==> src/source/link_pkg.sv <==
`default_nettype none

package link_pkg;

  typedef enum logic [1:0] {
    LINK_RESET = 2'd0,
    LINK_ALIGN = 2'd1,
    LINK_UP    = 2'd2
  } link_state_t;

  // transmit buffer
  localparam int TX_DEPTH  = 8;
  localparam int TX_ADDR_W = $clog2(TX_DEPTH);
  typedef logic [TX_ADDR_W:0]   tx_ptr_t;  // msb is the wrap bit
  typedef logic [TX_ADDR_W-1:0] tx_addr_t;

  typedef logic [3:0]  credit_t;
  typedef logic [15:0] count_t;
  typedef logic [3:0]  timer_t;

  localparam credit_t CREDIT_MAX = 4'd15;
  localparam count_t  COUNT_MAX  = '1;

  // transceiver resets held this many cycles
  localparam int RESET_CYCLES = 8;

endpackage

`default_nettype wire

==> src/source/xaui_pkg.sv <==
`default_nettype none

package xaui_pkg;

  // four lanes, two bytes per lane on each mgt_clk
  localparam int NUM_LANES  = 4;
  localparam int LANE_BYTES = 2;
  localparam int WORD_BYTES = NUM_LANES * LANE_BYTES;

  typedef logic [WORD_BYTES*8-1:0] mgt_data_t;
  typedef logic [WORD_BYTES-1:0]   mgt_charisk_t; // one k flag per byte
  typedef logic [NUM_LANES-1:0]    lane_mask_t;

  // control characters
  localparam logic [7:0] IDLE_CHAR = 8'hBC; // K28.5
  localparam logic [7:0] TERM_CHAR = 8'hFD; // K29.7

  // whole-word patterns on the line
  localparam mgt_data_t IDLE_WORD = {WORD_BYTES{IDLE_CHAR}};
  localparam mgt_data_t TERM_WORD = {WORD_BYTES{TERM_CHAR}};

  localparam mgt_charisk_t K_ALL  = '1;
  localparam mgt_charisk_t K_NONE = '0;

endpackage

`default_nettype wire
==> src/source/word_stream_if.sv <==
`timescale 1ns/1ps
`default_nettype none

// buffered user words from the buffer to the encoder
interface word_stream_if;

  xaui_pkg::mgt_data_t data;
  logic                last;
  logic                valid; // fifo not empty
  logic                take;

  modport buffer (
    output data,
    output last,
    output valid,
    input  take
  );

  modport encoder (
    input  data,
    input  last,
    input  valid,
    output take
  );

endinterface

`default_nettype wire

==> src/source/xaui_link_top.sv <==
`timescale 1ns/1ps
`default_nettype none

module xaui_link_top (
  input  logic                   rst_n_i,
  input  logic                   mgt_clk,
  // user transmit
  input  logic                   tx_valid_i,
  input  xaui_pkg::mgt_data_t    tx_data_i,
  input  logic                   tx_last_i,
  output logic                   tx_credit_o,
  // user receive
  input  logic                   rx_credit_i,
  output logic                   rx_valid_o,
  output xaui_pkg::mgt_data_t    rx_data_o,
  output logic                   rx_last_o,
  output logic                   link_up_o,
  // transceiver side
  output xaui_pkg::mgt_data_t    mgt_txdata_o,
  output xaui_pkg::mgt_charisk_t mgt_txcharisk_o,
  input  xaui_pkg::mgt_data_t    mgt_rxdata_i,
  input  xaui_pkg::mgt_charisk_t mgt_rxcharisk_i,
  input  xaui_pkg::mgt_charisk_t mgt_codevalid_i,
  input  xaui_pkg::lane_mask_t   mgt_syncok_i,
  input  xaui_pkg::lane_mask_t   mgt_rxlock_i,
  output logic                   mgt_tx_reset_o,
  output logic                   mgt_rx_reset_o,
  output logic                   mgt_enable_align_o,
  // status
  output link_pkg::count_t       err_count_o,
  output link_pkg::count_t       drop_count_o
);

  logic code_err;
  logic rx_word;
  logic rx_accept;

  word_stream_if ws ();

  link_ctrl link_ctrl_inst (
    .rst_n_i           (rst_n_i),
    .mgt_clk           (mgt_clk),
    .mgt_syncok_i      (mgt_syncok_i),
    .mgt_rxlock_i      (mgt_rxlock_i),
    .code_err_i        (code_err),
    .rx_word_i         (rx_word),
    .rx_credit_i       (rx_credit_i),
    .link_up_o         (link_up_o),
    .rx_accept_o       (rx_accept),
    .mgt_tx_reset_o    (mgt_tx_reset_o),
    .mgt_rx_reset_o    (mgt_rx_reset_o),
    .mgt_enable_align_o(mgt_enable_align_o),
    .err_count_o       (err_count_o),
    .drop_count_o      (drop_count_o)
  );

  tx_credit_buffer tx_credit_buffer_inst (
    .rst_n_i    (rst_n_i),
    .mgt_clk    (mgt_clk),
    .tx_valid_i (tx_valid_i),
    .tx_data_i  (tx_data_i),
    .tx_last_i  (tx_last_i),
    .tx_credit_o(tx_credit_o),
    .ws         (ws.buffer)
  );

  lane_encoder lane_encoder_inst (
    .rst_n_i        (rst_n_i),
    .mgt_clk        (mgt_clk),
    .link_up_i      (link_up_o),
    .ws             (ws.encoder),
    .mgt_txdata_o   (mgt_txdata_o),
    .mgt_txcharisk_o(mgt_txcharisk_o)
  );

  lane_decoder lane_decoder_inst (
    .rst_n_i        (rst_n_i),
    .mgt_clk        (mgt_clk),
    .link_up_i      (link_up_o),
    .mgt_rxdata_i   (mgt_rxdata_i),
    .mgt_rxcharisk_i(mgt_rxcharisk_i),
    .mgt_codevalid_i(mgt_codevalid_i),
    .rx_accept_i    (rx_accept),
    .rx_word_o      (rx_word),
    .code_err_o     (code_err),
    .rx_valid_o     (rx_valid_o),
    .rx_data_o      (rx_data_o),
    .rx_last_o      (rx_last_o)
  );

endmodule

`default_nettype wire

==> src/source/lane_decoder.sv <==
`timescale 1ns/1ps
`default_nettype none

module lane_decoder (
  input  logic                   rst_n_i,
  input  logic                   mgt_clk,
  input  logic                   link_up_i,
  input  xaui_pkg::mgt_data_t    mgt_rxdata_i,
  input  xaui_pkg::mgt_charisk_t mgt_rxcharisk_i,
  input  xaui_pkg::mgt_charisk_t mgt_codevalid_i,
  input  logic                   rx_accept_i,
  output logic                   rx_word_o,
  output logic                   code_err_o,
  output logic                   rx_valid_o,
  output xaui_pkg::mgt_data_t    rx_data_o,
  output logic                   rx_last_o
);

  logic all_valid;
  logic raw_idle;
  logic raw_term;
  logic raw_data;
  logic is_data;
  logic is_term;
  logic release_word;

  logic                hold_valid_q;
  xaui_pkg::mgt_data_t hold_data_q;

  // classify the received word
  assign all_valid = &mgt_codevalid_i;
  assign raw_idle  = all_valid && (mgt_rxcharisk_i == xaui_pkg::K_ALL) &&
                     (mgt_rxdata_i == xaui_pkg::IDLE_WORD);
  assign raw_term  = all_valid && (mgt_rxcharisk_i == xaui_pkg::K_ALL) &&
                     (mgt_rxdata_i == xaui_pkg::TERM_WORD);
  assign raw_data  = all_valid && (mgt_rxcharisk_i == xaui_pkg::K_NONE);

  // nothing counts while the link is down
  assign is_data    = link_up_i && raw_data;
  assign is_term    = link_up_i && raw_term;
  assign code_err_o = link_up_i && !(raw_idle || raw_term || raw_data);

  // held word leaves when the next data or terminate word shows up
  assign release_word = hold_valid_q && (is_data || is_term);
  assign rx_word_o    = release_word;

  always_ff @(posedge mgt_clk or negedge rst_n_i) begin
    if (!rst_n_i) begin
      hold_valid_q <= 1'b0;
      rx_valid_o   <= 1'b0;
    end else begin
      rx_valid_o <= release_word && rx_accept_i;
      if (!link_up_i) begin
        hold_valid_q <= 1'b0;
      end else if (is_data) begin
        hold_valid_q <= 1'b1;
      end else if (is_term) begin
        hold_valid_q <= 1'b0;
      end
    end
  end

  always_ff @(posedge mgt_clk) begin
    if (is_data) begin
      hold_data_q <= mgt_rxdata_i;
    end
    if (release_word) begin
      rx_data_o <= hold_data_q;
      rx_last_o <= is_term; // frame ends here
    end
  end

  // far-end encoder only sends terminate straight after a data word
  term_after_data: assert property (
    @(posedge mgt_clk) disable iff (!rst_n_i)
    raw_term |-> !$past(raw_idle)
  );

endmodule

`default_nettype wire

==> src/source/lane_encoder.sv <==
`timescale 1ns/1ps
`default_nettype none

module lane_encoder (
  input  logic                   rst_n_i,
  input  logic                   mgt_clk,
  input  logic                   link_up_i,
  word_stream_if.encoder         ws,
  output xaui_pkg::mgt_data_t    mgt_txdata_o,
  output xaui_pkg::mgt_charisk_t mgt_txcharisk_o
);

  logic term_owed_q;

  // hold off one cycle after a last so the terminate fits in
  assign ws.take = link_up_i && !term_owed_q;

  always_ff @(posedge mgt_clk or negedge rst_n_i) begin
    if (!rst_n_i) begin
      term_owed_q     <= 1'b0;
      mgt_txdata_o    <= xaui_pkg::IDLE_WORD;
      mgt_txcharisk_o <= xaui_pkg::K_ALL;
    end else if (term_owed_q) begin
      term_owed_q     <= 1'b0;
      mgt_txdata_o    <= xaui_pkg::TERM_WORD;
      mgt_txcharisk_o <= xaui_pkg::K_ALL;
    end else if (ws.valid && ws.take) begin
      term_owed_q     <= ws.last;
      mgt_txdata_o    <= ws.data;
      mgt_txcharisk_o <= xaui_pkg::K_NONE; // plain data bytes
    end else begin
      mgt_txdata_o    <= xaui_pkg::IDLE_WORD;
      mgt_txcharisk_o <= xaui_pkg::K_ALL;
    end
  end

endmodule

`default_nettype wire

==> src/source/tx_credit_buffer.sv <==
`timescale 1ns/1ps
`default_nettype none

module tx_credit_buffer (
  input  logic                rst_n_i,
  input  logic                mgt_clk,
  input  logic                tx_valid_i,
  input  xaui_pkg::mgt_data_t tx_data_i,
  input  logic                tx_last_i,
  output logic                tx_credit_o,
  word_stream_if.buffer       ws
);

  xaui_pkg::mgt_data_t         data_mem [link_pkg::TX_DEPTH];
  logic [link_pkg::TX_DEPTH-1:0] last_mem;

  link_pkg::tx_ptr_t  wr_q;
  link_pkg::tx_ptr_t  rd_q;
  link_pkg::tx_addr_t wr_addr;
  link_pkg::tx_addr_t rd_addr;
  logic               full;
  logic               push;
  logic               pop;

  assign wr_addr = wr_q[link_pkg::TX_ADDR_W-1:0];
  assign rd_addr = rd_q[link_pkg::TX_ADDR_W-1:0];

  // same address, opposite wrap bits
  assign full = (wr_q[link_pkg::TX_ADDR_W] != rd_q[link_pkg::TX_ADDR_W]) &&
                (wr_addr == rd_addr);

  assign push = tx_valid_i && !full;
  assign pop  = ws.valid && ws.take;

  assign ws.valid = (wr_q != rd_q);
  assign ws.data  = data_mem[rd_addr];
  assign ws.last  = last_mem[rd_addr];

  always_ff @(posedge mgt_clk) begin
    if (push) begin
      data_mem[wr_addr] <= tx_data_i;
      last_mem[wr_addr] <= tx_last_i;
    end
  end

  always_ff @(posedge mgt_clk or negedge rst_n_i) begin
    if (!rst_n_i) begin
      wr_q        <= '0;
      rd_q        <= '0;
      tx_credit_o <= 1'b0;
    end else begin
      if (push) begin
        wr_q <= wr_q + 1'b1;
      end
      if (pop) begin
        rd_q <= rd_q + 1'b1;
      end
      tx_credit_o <= pop; // lines up with the encoder output word
    end
  end

  // user wrote without holding a credit
  tx_no_overflow: assert property (
    @(posedge mgt_clk) disable iff (!rst_n_i)
    tx_valid_i |-> !full
  );

endmodule

`default_nettype wire

==> src/source/link_ctrl.sv <==
`timescale 1ns/1ps
`default_nettype none

module link_ctrl (
  input  logic                 rst_n_i,
  input  logic                 mgt_clk,
  input  xaui_pkg::lane_mask_t mgt_syncok_i,
  input  xaui_pkg::lane_mask_t mgt_rxlock_i,
  input  logic                 code_err_i,
  input  logic                 rx_word_i,
  input  logic                 rx_credit_i,
  output logic                 link_up_o,
  output logic                 rx_accept_o,
  output logic                 mgt_tx_reset_o,
  output logic                 mgt_rx_reset_o,
  output logic                 mgt_enable_align_o,
  output link_pkg::count_t     err_count_o,
  output link_pkg::count_t     drop_count_o
);

  link_pkg::link_state_t state_q;
  link_pkg::timer_t      timer_q;
  link_pkg::credit_t     credit_q;
  link_pkg::count_t      err_q;
  link_pkg::count_t      drop_q;
  logic                  lanes_ok;

  function automatic link_pkg::count_t sat_inc(input link_pkg::count_t val);
    return (val == link_pkg::COUNT_MAX) ? val : val + 1'b1;
  endfunction

  assign lanes_ok = (&mgt_syncok_i) && (&mgt_rxlock_i);

  // bring-up fsm
  always_ff @(posedge mgt_clk or negedge rst_n_i) begin
    if (!rst_n_i) begin
      state_q <= link_pkg::LINK_RESET;
      timer_q <= '0;
    end else begin
      case (state_q)
        link_pkg::LINK_RESET: begin
          timer_q <= timer_q + 1'b1;
          if (timer_q == link_pkg::timer_t'(link_pkg::RESET_CYCLES - 1)) begin
            state_q <= link_pkg::LINK_ALIGN;
          end
        end
        link_pkg::LINK_ALIGN: begin
          if (lanes_ok) begin
            state_q <= link_pkg::LINK_UP;
          end
        end
        link_pkg::LINK_UP: begin
          if (!lanes_ok) begin
            state_q <= link_pkg::LINK_ALIGN; // lost a lane, realign
          end
        end
        default: state_q <= link_pkg::LINK_RESET;
      endcase
    end
  end

  assign link_up_o          = (state_q == link_pkg::LINK_UP);
  assign mgt_tx_reset_o     = (state_q == link_pkg::LINK_RESET);
  assign mgt_rx_reset_o     = (state_q == link_pkg::LINK_RESET);
  assign mgt_enable_align_o = (state_q == link_pkg::LINK_ALIGN);

  // released word goes out only against a held credit
  assign rx_accept_o = rx_word_i && (credit_q != '0);

  always_ff @(posedge mgt_clk or negedge rst_n_i) begin
    if (!rst_n_i) begin
      credit_q <= '0;
      err_q    <= '0;
      drop_q   <= '0;
    end else begin
      if (rx_credit_i && !rx_accept_o) begin
        if (credit_q != link_pkg::CREDIT_MAX) begin
          credit_q <= credit_q + 1'b1;
        end
      end else if (rx_accept_o && !rx_credit_i) begin
        credit_q <= credit_q - 1'b1;
      end
      if (code_err_i) begin
        err_q <= sat_inc(err_q);
      end
      if (rx_word_i && !rx_accept_o) begin
        drop_q <= sat_inc(drop_q); // no slot granted
      end
    end
  end

  assign err_count_o  = err_q;
  assign drop_count_o = drop_q;

  // an empty balance never wraps round to a full one
  credit_no_underflow: assert property (
    @(posedge mgt_clk) disable iff (!rst_n_i)
    (credit_q == '0) |=> (credit_q <= link_pkg::credit_t'(1))
  );

endmodule

`default_nettype wire

==> config.mk <==
export PLATFORM = sky130hd
export DESIGN_NAME = xaui_link_top
export DESIGN_NICKNAME = d
export VERILOG_FILES = /design/src/source/link_pkg.sv /design/src/source/xaui_pkg.sv /design/src/source/word_stream_if.sv /design/src/source/xaui_link_top.sv /design/src/source/lane_decoder.sv /design/src/source/lane_encoder.sv /design/src/source/tx_credit_buffer.sv /design/src/source/link_ctrl.sv
export SDC_FILE = /design/constraint.sdc
export NUM_CORES = 1
export LEC_CHECK = 0
export BUFFER_PORTS_ARGS = -buffer_cell sky130_fd_sc_hd__buf_4
export CAP_MARGIN = 20
export CORE_MARGIN = 2
export CORE_UTILIZATION = 40
export DETAILED_ROUTE_END_ITERATION = 10
export GPL_TIMING_DRIVEN = 0
export SYNTH_ARGS = -nofsm -noshare
export SYNTH_HDL_FRONTEND = slang
export SYNTH_SLANG_ARGS = --single-unit
export TNS_END_PERCENT = 20
==> constraint.sdc <==
create_clock -name mgt_clk -period 16.26 [get_ports mgt_clk]
set_clock_uncertainty 0.05 [all_clocks]
set_input_delay 2.439 -clock mgt_clk [delete_from_list [all_inputs] [get_ports mgt_clk]]
set_output_delay 2.439 -clock mgt_clk [all_outputs]
set_load 0.02 [all_outputs]
### Yosys cells after proc, flatten, opt, wreduce, memory -nomap -nowiden

Memories as Yosys holds them, arrays and structs flattened.
Cells that the tools add are included.

* memories kept: 1
* input bits: 157
* register bits: 263
* word-level logic and storage cells: 108
* bits in writable memories: 512

Memories
* tx_credit_buffer_inst.data_mem: words 8, width 64, read ports 1, clocked after memory_dff 0, write ports 1, line tx_credit_buffer.sv:14 `xaui_pkg::mgt_data_t data_mem [link_pkg::TX_DEPTH];`

* bitwise gates (word level): 2
* magnitude comparators: 3
* reductions and logical operators: 38
* muxes and demuxes: 23
* add/sub/neg operators: 7
* eq/ne operators: 17

Operator list (number)
* $eq 64x64->1 const B: 2
* $mux 64: 2
* $add 16x1->16 const B: 2
* $eq 16x16->1 const B: 2
* $logic_and 1x1->1: 19
* $add 4x1->4 const B: 4
* $mux 8: 2
* $mux 4: 3
* $mux 1: 9
* $bwmux 8: 1
* $eq 8x8->1 const B: 1
* $logic_not 8->1: 1
* $lt 3x4->1 const B: 2
* $reduce_and 4->1: 2
* $reduce_and 8->1: 1
* $mux 2: 3
* $pmux 2 s3: 1
* $reduce_and 2->1: 3
* $logic_not 1->1: 5
* $eq 4x3->1 const B: 1
* $ne 2x1->1 const B: 2
* $ne 2x2->1 const B: 2
* $ne 4x4->1: 1
* $ne 4x4->1 const B: 1
* 15 further kinds: 18

### Longest topological paths before layout

Gate-level depths: netlist (run 1).

* word-level depth: 11
* mapped depth: 12

### By module

From an unflattened synthesis (run 1), not the netlist that was laid out.

* cell total of the unflattened synthesis: 1369
* area total of the unflattened synthesis: 29270.6 sq um

By module, submodules not included
* tx_credit_buffer: cells each 814, times used 1, sequential area each 15840.2 sq um, area each 20114.3 sq um
* lane_decoder: cells each 192, times used 1, sequential area each 3923.8 sq um, area each 4331.7 sq um
* lane_encoder: cells each 161, times used 1, sequential area each 1702.9 sq um, area each 2591.2 sq um
* link_ctrl: cells each 202, times used 1, sequential area each 1051.0 sq um, area each 2233.4 sq um

### Worst setup path after synthesis (run 1)

Ideal clock, no wire load.

* path kind: input port to flip-flop
* from: in tx_valid_i
* to: mem tx_credit_buffer_inst.data_mem[0][0] (netlist bit), enable pin
* stages on the path: 3
* setup slack: 8320 ps
* data arrival time: 7322 ps
* library setup time: 568 ps
* cells stage by stage: o21ai_0 > or2_2 > nor3_1

* cells in the longest elaborated chain, start to end: 3

RTL lines
* from (decl): line xaui_link_top.sv:8 `input logic tx_valid_i,`
* $logic_and 1x1->1: line tx_credit_buffer.sv:32 `assign push = tx_valid_i && !full;`
* $mux 1: line tx_credit_buffer.sv:40 `if (push) begin`
* $mux 1 (implied by the code): line tx_credit_buffer.sv:41 `data_mem[wr_addr] <= tx_data_i;`
* to (decl): line tx_credit_buffer.sv:14

Every way passes these cells.

### Worst setup path in the final report (run 1)

* from: in mgt_rxcharisk_i[1]
* to: reg link_ctrl_inst.credit_q[3]

* cells in the longest elaborated chain, start to end: 11
* elaborated cells between the ends (all ways): 17
* classes of those cells: eq/ne (2); mux (1); reduce/logical (14)

RTL lines
* from (decl): line xaui_link_top.sv:22 `input xaui_pkg::mgt_charisk_t mgt_rxcharisk_i,`
* $eq 8x8->1: line lane_decoder.sv:34 `assign raw_term = all_valid && (mgt_rxcharisk_i == xaui_pkg::K_ALL) &&`
* $logic_and 1x1->1 (2 in a row): line lane_decoder.sv:34
* $logic_and 1x1->1: line lane_decoder.sv:40 `assign is_term = link_up_i && raw_term;`
* $logic_or 1x1->1 *: line lane_decoder.sv:44 `assign release_word = hold_valid_q && (is_data || is_term);`
* $logic_and 1x1->1 *: line lane_decoder.sv:44
* $logic_and 1x1->1 *: line link_ctrl.sv:68 `assign rx_accept_o = rx_word_i && (credit_q != '0);`
* $logic_not 1->1: line link_ctrl.sv:76 `if (rx_credit_i && !rx_accept_o) begin`
* $logic_and 1x1->1: line link_ctrl.sv:76
* $ne 2x2->1 (no line) / $reduce_bool 2->1 (equally long branches)
* $reduce_and 2->1 (no line)
* to (signal assigned): line link_ctrl.sv:78 `credit_q <= credit_q + 1'b1;`
* to (signal assigned): line link_ctrl.sv:81 `credit_q <= credit_q - 1'b1;`
* to (decl): line link_ctrl.sv:23 `link_pkg::credit_t credit_q;`

Every way passes the cells marked *; elsewhere a longest branch is shown, timed or not.
A chain may end at the register's enable or synchronous reset.

==> reports/qor.yml, run 1 <==
placement:
  dpl_cell_area_um2: 32780
  dp.cells: 2641
  pre_cts_ws_ns: 10.80
  portBuffers: 331
  place_congestion: 0.8540
  dpl.hpwl_um: 42670
pwr:
  ir_drop_mv: 0.1287
  p_per_area_nw_per_um2: 133.5
  combinationalPowerShare_pct: 9.2
  switching_power_mw: 1.070
  switching_share_pct: 22.50
  p_seq_share_pct: 50.3
  clkPwrFrac_pct: 40.5
  leakagePower_nw: 12.26
  internal_power_mw: 3.685
synth:
  syn_nets: 1494
  synth_top_area_share_pct: 68.75
  syn_area_um2: 28350
  synth_warnings: 0
  synth_edf_count: 649
  seq_area_frac_synth_pct: 79.44
  ys_types: 52
  synth_area_leaders: "edfxtp_1 69%, mux4_2 10%, dfrtp_1 6.9%"
  syn_avg_cell_area_um2: 21.33
  async_flop_share_pct: 15.49
  synth_ff_type: "edfxtp_1"
  syn_inst: 1329
  yosysTopAreaCell: "edfxtp_1"
  ys_ff_latch: 768
finish:
  finalInstanceArea_um2: 35620
  final_cell_mix: "649 x edfxtp_1, 338 x buf_4, 130 x mux4_2"
  n_antenna_cell: 0
  area_delta_synth_final_pct: 25.66
  finalNonFillerCells: 2795
  drive_above_1_share_pct: 38.38
  layout_commonest_cell: "edfxtp_1"
  nNetsFinal: 1951
sta:
  rsz0062_at_grt: "false"
  hold_viol_final: 0
  fmax_mhz: 206.7
  tightestPinTransition_ns: 1.059
  fin_ws_ns: 11.42
  setup_tns_ns: 0
  slew_headroom_pct: 29.37
  fin_crit_sh_pct: 29.76
  setup_viol: 0
  period_minus_slack_ns: 4.838
  maxSlewViolCount: 0
floorplanning:
  ios: 332
  design.core.area_um2: 70150
  core.rowCount: 97
  die-area_um2: 73010
  initial_utilization_pct: 40.41
  die_w_um: 270.2
  die_y_um: 270.2
global_routing:
  grt-ovfl-total: 0
  grt_use_total_pct: 17.77
  grt_pass1_vias: 14960
  grt_start_max_net_pins: 76
  antenna_found_initial: 5
  grt_first_pass_wirelength_um: 96370
clocking:
  clockBufferDepth: 3
  tritoncts: "done"
  cts_resized: 0
  cts_setup_buffers: 0
  clk_latency_ns: 0.62
  numClockSinks: 768
  htree_num_levels: 3
  path_clk_slew_ns: 0.06
  root_buffer: "clkbuf_16"
  postCtsHoldBufs: 0
  cts_buffers: 82
drt:
  vias: 14370
  wl_um: 65020
  first_iter_violations: 1254
  drc: 0
  viasPerCell: 5.142
  dr.pass1.iters: 5
  ant_nets: 0
  routedWlPerCell_um: 23.26
critical_path:
  slowest_delay_ns: 0.57
  endpoint_kind: "flip-flop"
  critPathSlowestCell: "or4_4"
  crit_buf_inv: 1
  start_kind: "input pin"
  required_ns: 16.70
  criticalPathCategory: "in2reg"
  arrival_ns: 5.28
  crit_family: "simple AND/OR/NAND/NOR gates"
  crit_fanout: 5
  cp_cell_sequence: "buf_4 -> or4_1 -> or4_4 -> o22ai_4 -> nand3_2 -> nand2_1 -> ha_1 -> a21o_1 -> a21oi_1 -> nor2b_1 -> mux2i_1 -> xnor2_1"
worst_hold_path:
  hp-class: "reg2reg"
job:
  drv_cap: 0
run_status:
  outcome: "completed"
==> metrics by stage <==
| step | total power [mW] | utilization [%] | hold slack (ns) |
|---|---|---|---|
| floorplan | 2.650 | - | 0.3503 |
| global placement | 2.842 | 45.63 | 0.3514 |
| detailed placement | 2.882 | 46.73 | 0.3545 |
| CTS | 4.815 | 50.76 | 0.3644 |
| global route | 4.929 | 50.78 | 0.3726 |
| finish | 4.755 | 50.78 | 0.3602 |
==> path summary, 6_finish.rpt <==
path,start,to,slack [ns],cells past startpoint
worst max register to register,tx_credit_buffer_inst.rd_q[1]$_DFFE_PN0P_,tx_credit_buffer_inst.data_mem[0][5]$_DFFE_PP_,13.02,10
worst min register to register,lane_decoder_inst.hold_data_q[4]$_DFFE_PP_,lane_decoder_inst.rx_data_o[4]$_DFFE_PP_,0.36,0
worst max-delay path,mgt_rxcharisk_i[1],link_ctrl_inst.credit_q[3]$_DFFE_PN0P_,11.42,12
max in group asynchronous,rst_n_i,lane_encoder_inst.mgt_txdata_o[37]$_DFF_PN1_,13.58,2
worst min-delay path,lane_decoder_inst.hold_data_q[4]$_DFFE_PP_,lane_decoder_inst.rx_data_o[4]$_DFFE_PP_,0.36,0
min in group asynchronous,rst_n_i,link_ctrl_inst.drop_count_o[9]$_DFFE_PN0P_,1.70,1
==> per-layer routing <==
layer / GRT usage, % / routed length (um)
met1: 23.16 / 27040
met2: 30.33 / 32680
met3: 3.912 / 4031
met4: 4.522 / 1213
met5: 0 / 57
==> Yosys cell counts, types with 7 or more instances <==
master	instances
nand4b_1	7
xor2_1	26
nor3_1	7
nor4_1	19
buf_4	8
edfxtp_1	649
inv_1	8
o21bai_1	16
ha_1	7
xnor2_1	17
dfstp_2	41
dfrtp_1	78
nand3_1	14
clkbuf_1	28
buf_1	19
mux4_2	130
mux2i_1	66
nor2_1	28
nand4_1	31
nand2_1	69
==> power by group through the flow <==
| stage | combinational [mW] | sequential, mW | clock, mW |
|---|---|---|---|
| final | 0.438 | 2.39 | 1.92 |
| after global routing | 0.475 | 2.41 | 2.05 |
| after CTS | 0.450 | 2.39 | 1.97 |
| after detailed placement | 0.448 | 2.43 | 0 |
| after global placement | 0.365 | 2.48 | 0 |
| after floorplan | 0.209 | 2.44 | 0 |
==> cells by family (layout without fill, tap and decap cells) <==
family	count (synthesis)	in the layout	synth area share, %
DFF	768	768	79.44
and+or+nand+nor	212	212	4.087
muxes	204	204	12.99
buffers and inverters	66	592	1.011
xor gates and xnor gates	43	43	1.329
AOI/OAI and AO/OA	28	28	0.7681
adders and majority gates	8	8	0.3796
==> worst reg2reg max path, cell delays in order, from the launching register on <==
cell and delay (ns):
dfrtp_1 0.35, clkbuf_1 0.38, xnor2_1 0.16, nand3_1 0.10, o21ai_0 0.18, or2_2 0.43
nor3_2 0.56, buf_6 0.25, buf_6 0.18, buf_6 0.16, buf_6 0.15
==> state kept, by name (all words and copies together), names as in the netlist, 2 cells and up <==
register and flops:
link_ctrl_inst.drop_count_o 16, lane_decoder_inst.hold_data_q 64, tx_credit_buffer_inst.wr_q 4, link_ctrl_inst.credit_q 4
tx_credit_buffer_inst.rd_q 4, lane_encoder_inst.mgt_txdata_o 64, link_ctrl_inst.state_q 2, lane_decoder_inst.rx_data_o 64
tx_credit_buffer_inst.data_mem 512, link_ctrl_inst.timer_q 4, link_ctrl_inst.err_count_o 16, tx_credit_buffer_inst.last_mem 8
==> area by class of cell <==
| cell class | instances | area (um^2) |
|---|---|---|
| fillers | 5757 | 34530 |
| flip-flops and latches | 768 | 22520 |
| multi-input cells | 495 | 5605 |
| repair buffers | 373 | 3206 |
| clock buffers | 103 | 2151 |
| well taps | 940 | 1176 |
| clock inverters | 50 | 678.2 |
| plain buffers | 57 | 252.7 |
| inverters | 9 | 33.78 |
Power figures use the tool's default switching activity.
==> run 2: changes to the inputs <==
==> constraint.sdc (replaced) <==
create_clock -name mgt_clk -period 4.5 [get_ports mgt_clk]
set_clock_uncertainty 0.05 [all_clocks]
set_input_delay 0.675 -clock mgt_clk [delete_from_list [all_inputs] [get_ports mgt_clk]]
set_output_delay 0.675 -clock mgt_clk [all_outputs]
set_load 0.02 [all_outputs]
==> run 2 against run 1 <==
  * Cell count is 0.14% lower
  * First-iteration DRC count is 13% lower
  * Power grew to 3.6 times the previous value
  * Final area is 0.37% lower
  * Critical path type is now reg2reg
  * Critical endpoint is now tx_credit_buffer_inst.data_mem[1][45]$_DFFE_PP_
  * Largest power group unchanged
==> reports/qor.yml, run 2 (synthesis gave the netlist of run 1 again) <==
sta:
  rsz0062_at_grt: "false"  # unchanged
  tightestPinTransition_ns: 1.043  # was 1.059 ns
  fmax_mhz: 305.6
  fin_ws_ns: 1.228  # was 11.42 ns
  period_minus_slack_ns: 3.272
  whs_ns: 0.1924  # was 0.3602 ns
  setup_viol: 0  # unchanged
  slew_headroom_pct: 30.48  # was 29.37%
  setup_tns_ns: 0  # unchanged
  fin_crit_sh_pct: 72.72
  hold_viol_final: 0  # unchanged
  maxSlewViolCount: 0  # unchanged
clocking:
  htree_num_levels: 3  # unchanged
  clk_latency_ns: 0.62  # about the same
  tritoncts: "done"  # unchanged
  path_clk_slew_ns: 0.06  # about the same
  cts_resized: 0  # unchanged
  clockBufferDepth: 3  # unchanged
  cts_buffers: 81  # was 82
  numClockSinks: 768  # unchanged
  root_buffer: "clkbuf_16"  # unchanged
  cts_setup_buffers: 0  # unchanged
  postCtsHoldBufs: 1  # was 0
finish:
  largest_register: "tx_credit_buffer_inst.data_mem"  # unchanged
  nFillCells: 5737  # was 5757
  multi_input_area_um2: 5610  # was 5605 um^2
  final_cell_mix: "649 x edfxtp_1, 338 x buf_4, 130 x mux4_2"  # unchanged
  drive_above_1_share_pct: 38.05  # was 38.38%
  layout_commonest_cell: "edfxtp_1"  # unchanged
  seq_area_um2: 22520  # unchanged
  largest_register_ffs: 512  # unchanged
  area_delta_synth_final_pct: 25.20  # was 25.66%
  nNetsFinal: 1947  # was 1951
floorplanning:
  core.rowCount: 97  # unchanged
  die_w_um: 270.2  # unchanged
  die-area_um2: 73010  # unchanged
  initial_utilization_pct: 40.41  # unchanged
  ios: 332  # unchanged
  design.core.area_um2: 70150  # unchanged
  die_y_um: 270.2  # unchanged
drt:
  routedWlPerCell_um: 23.17  # was 23.26 um
  dr.pass1.iters: 5  # unchanged
  drc: 0  # unchanged
  first_iter_violations: 1089  # was 1254
  ant_nets: 0  # unchanged
  viasPerCell: 5.091  # was 5.142
  wl_um: 64670  # was 65020 um
  vias: 14210  # was 14370
placement:
  pre_cts_ws_ns: 0.7630  # was 10.80 ns
  place_congestion: 0.8194  # was 0.8540
  portBuffers: 331  # unchanged
  dpl.hpwl_um: 42540  # was 42670 um
pwr:
  total_power_mw: 16.89  # was 4.755 mW
  ir_drop_mv: 0.2914  # was 0.1287 mV
  p_per_area_nw_per_um2: 475.9  # was 133.5 nW/um^2
  leakagePower_nw: 12.17  # was 12.26 nW
critical_path:
  path_depth: 11  # was 12
  slowest_delay_ns: 0.69  # was 0.57 ns
  required_ns: 4.76  # was 16.70 ns
  start_kind: "flip-flop"  # was input pin
  critPathSlowestCell: "nor3_2"  # was or4_4
  r2r-start: "tx_credit_buffer_inst.rd_q[0]$_DFFE_PN0P_"  # was tx_credit_buffer_inst.rd_q[1]$_DFFE_PN0P_
  endpoint_kind: "flip-flop"  # unchanged
  arrival_ns: 3.53  # was 5.28 ns
  criticalPathCategory: "reg2reg"  # was in2reg
  path_common_cell: "buf_6"
  crit_family: "buffers and inverters"  # was simple AND/OR/NAND/NOR gates
  cp_cell_sequence: "clkbuf_1 -> xnor2_1 -> nand3_1 -> o21ai_0 -> inv_1 -> nand2_1 -> nor3_2 -> buf_6 -> buf_6 -> buf_6 -> buf_6"  # was buf_4 -> or4_1 -> or4_4 -> o22ai_4 -> nand3_2 -> nand2_1 -> ha_1 -> a21o_1 -> a21oi_1 -> nor2b_1 -> mux2i_1 -> xnor2_1
  crit_buf_inv: 6  # was 1
  critPathLaunch: "tx_credit_buffer_inst.rd_q[0]$_DFFE_PN0P_"  # was mgt_rxcharisk_i[1]
  crit_fanout: 8  # was 5
  reg2reg_depth: 11  # was 10
global_routing:
  antenna_found_initial: 5  # unchanged
  grt_pass1_vias: 15390  # was 14960
  grt_use_total_pct: 17.85  # was 17.77%
  grt_first_pass_wirelength_um: 96690  # was 96370 um
  grt-ovfl-total: 0  # unchanged
  grt_start_max_net_pins: 80  # was 76
worst_hold_path:
  hold_start: "mgt_rxdata_i[27]"  # was lane_decoder_inst.hold_data_q[4]$_DFFE_PP_
  holdPathStages: 1  # was 0
  hp-class: "in2reg"  # was reg2reg
run_status:
  outcome: "completed"  # unchanged
job:
  drv_cap: 0  # unchanged
[run 2: final cells by class]
| type | instances | share of cell area (%) |
|---|---|---|
| flip-flops and latches | 768 | 63.45 |
| multi-input cells | 495 | 15.81 |
| repair buffers | 370 | 9.065 |
| clock buffers | 104 | 6.163 |
| well taps | 940 | 3.314 |
| clock inverters | 47 | 1.382 |
| plain buffers | 57 | 0.7122 |
| inverters | 9 | 0.09519 |
| diodes | 1 | 0.007051 |
[run 2: per-stage QoR]
step / cells / instance area [um^2] / utilization, %
floorplan: 1329 / 28350 / -
global placement: 2600 / 32010 / 45.63
detailed placement: 2636 / 32770 / 46.72
CTS: 2788 / 35460 / 50.55
global route: 2790 / 35490 / 50.59
finish: 2791 / 35490 / 50.59
[run 2: worst paths after layout]
path,end,slack (ns)
min,lane_decoder_inst.hold_data_q[27]$_DFFE_PP_,0.19
max reg2reg,tx_credit_buffer_inst.data_mem[1][45]$_DFFE_PP_,1.23
max,tx_credit_buffer_inst.data_mem[1][45]$_DFFE_PP_,1.23
min reg2reg,lane_decoder_inst.rx_data_o[54]$_DFFE_PP_,0.36
max in group asynchronous,lane_encoder_inst.mgt_txdata_o[45]$_DFF_PN1_,3.02
min in group asynchronous,link_ctrl_inst.drop_count_o[10]$_DFFE_PN0P_,0.50
[run 2: report_power, final]
| part | internal (mW) | switching, mW |
|---|---|---|
| sequential | 8.47 | 0.181 |
| clock | 3.93 | 2.73 |
| combinational | 0.668 | 0.914 |
[run 2: per-layer routing]
metal	global-route usage, %	up-vias	wire, um
met1	22.65	7405	26480
met2	30.65	414	32800
met5	0	-	51
met4	5.045	8	1242
li1	-	6283	-
met3	4.285	99	4097
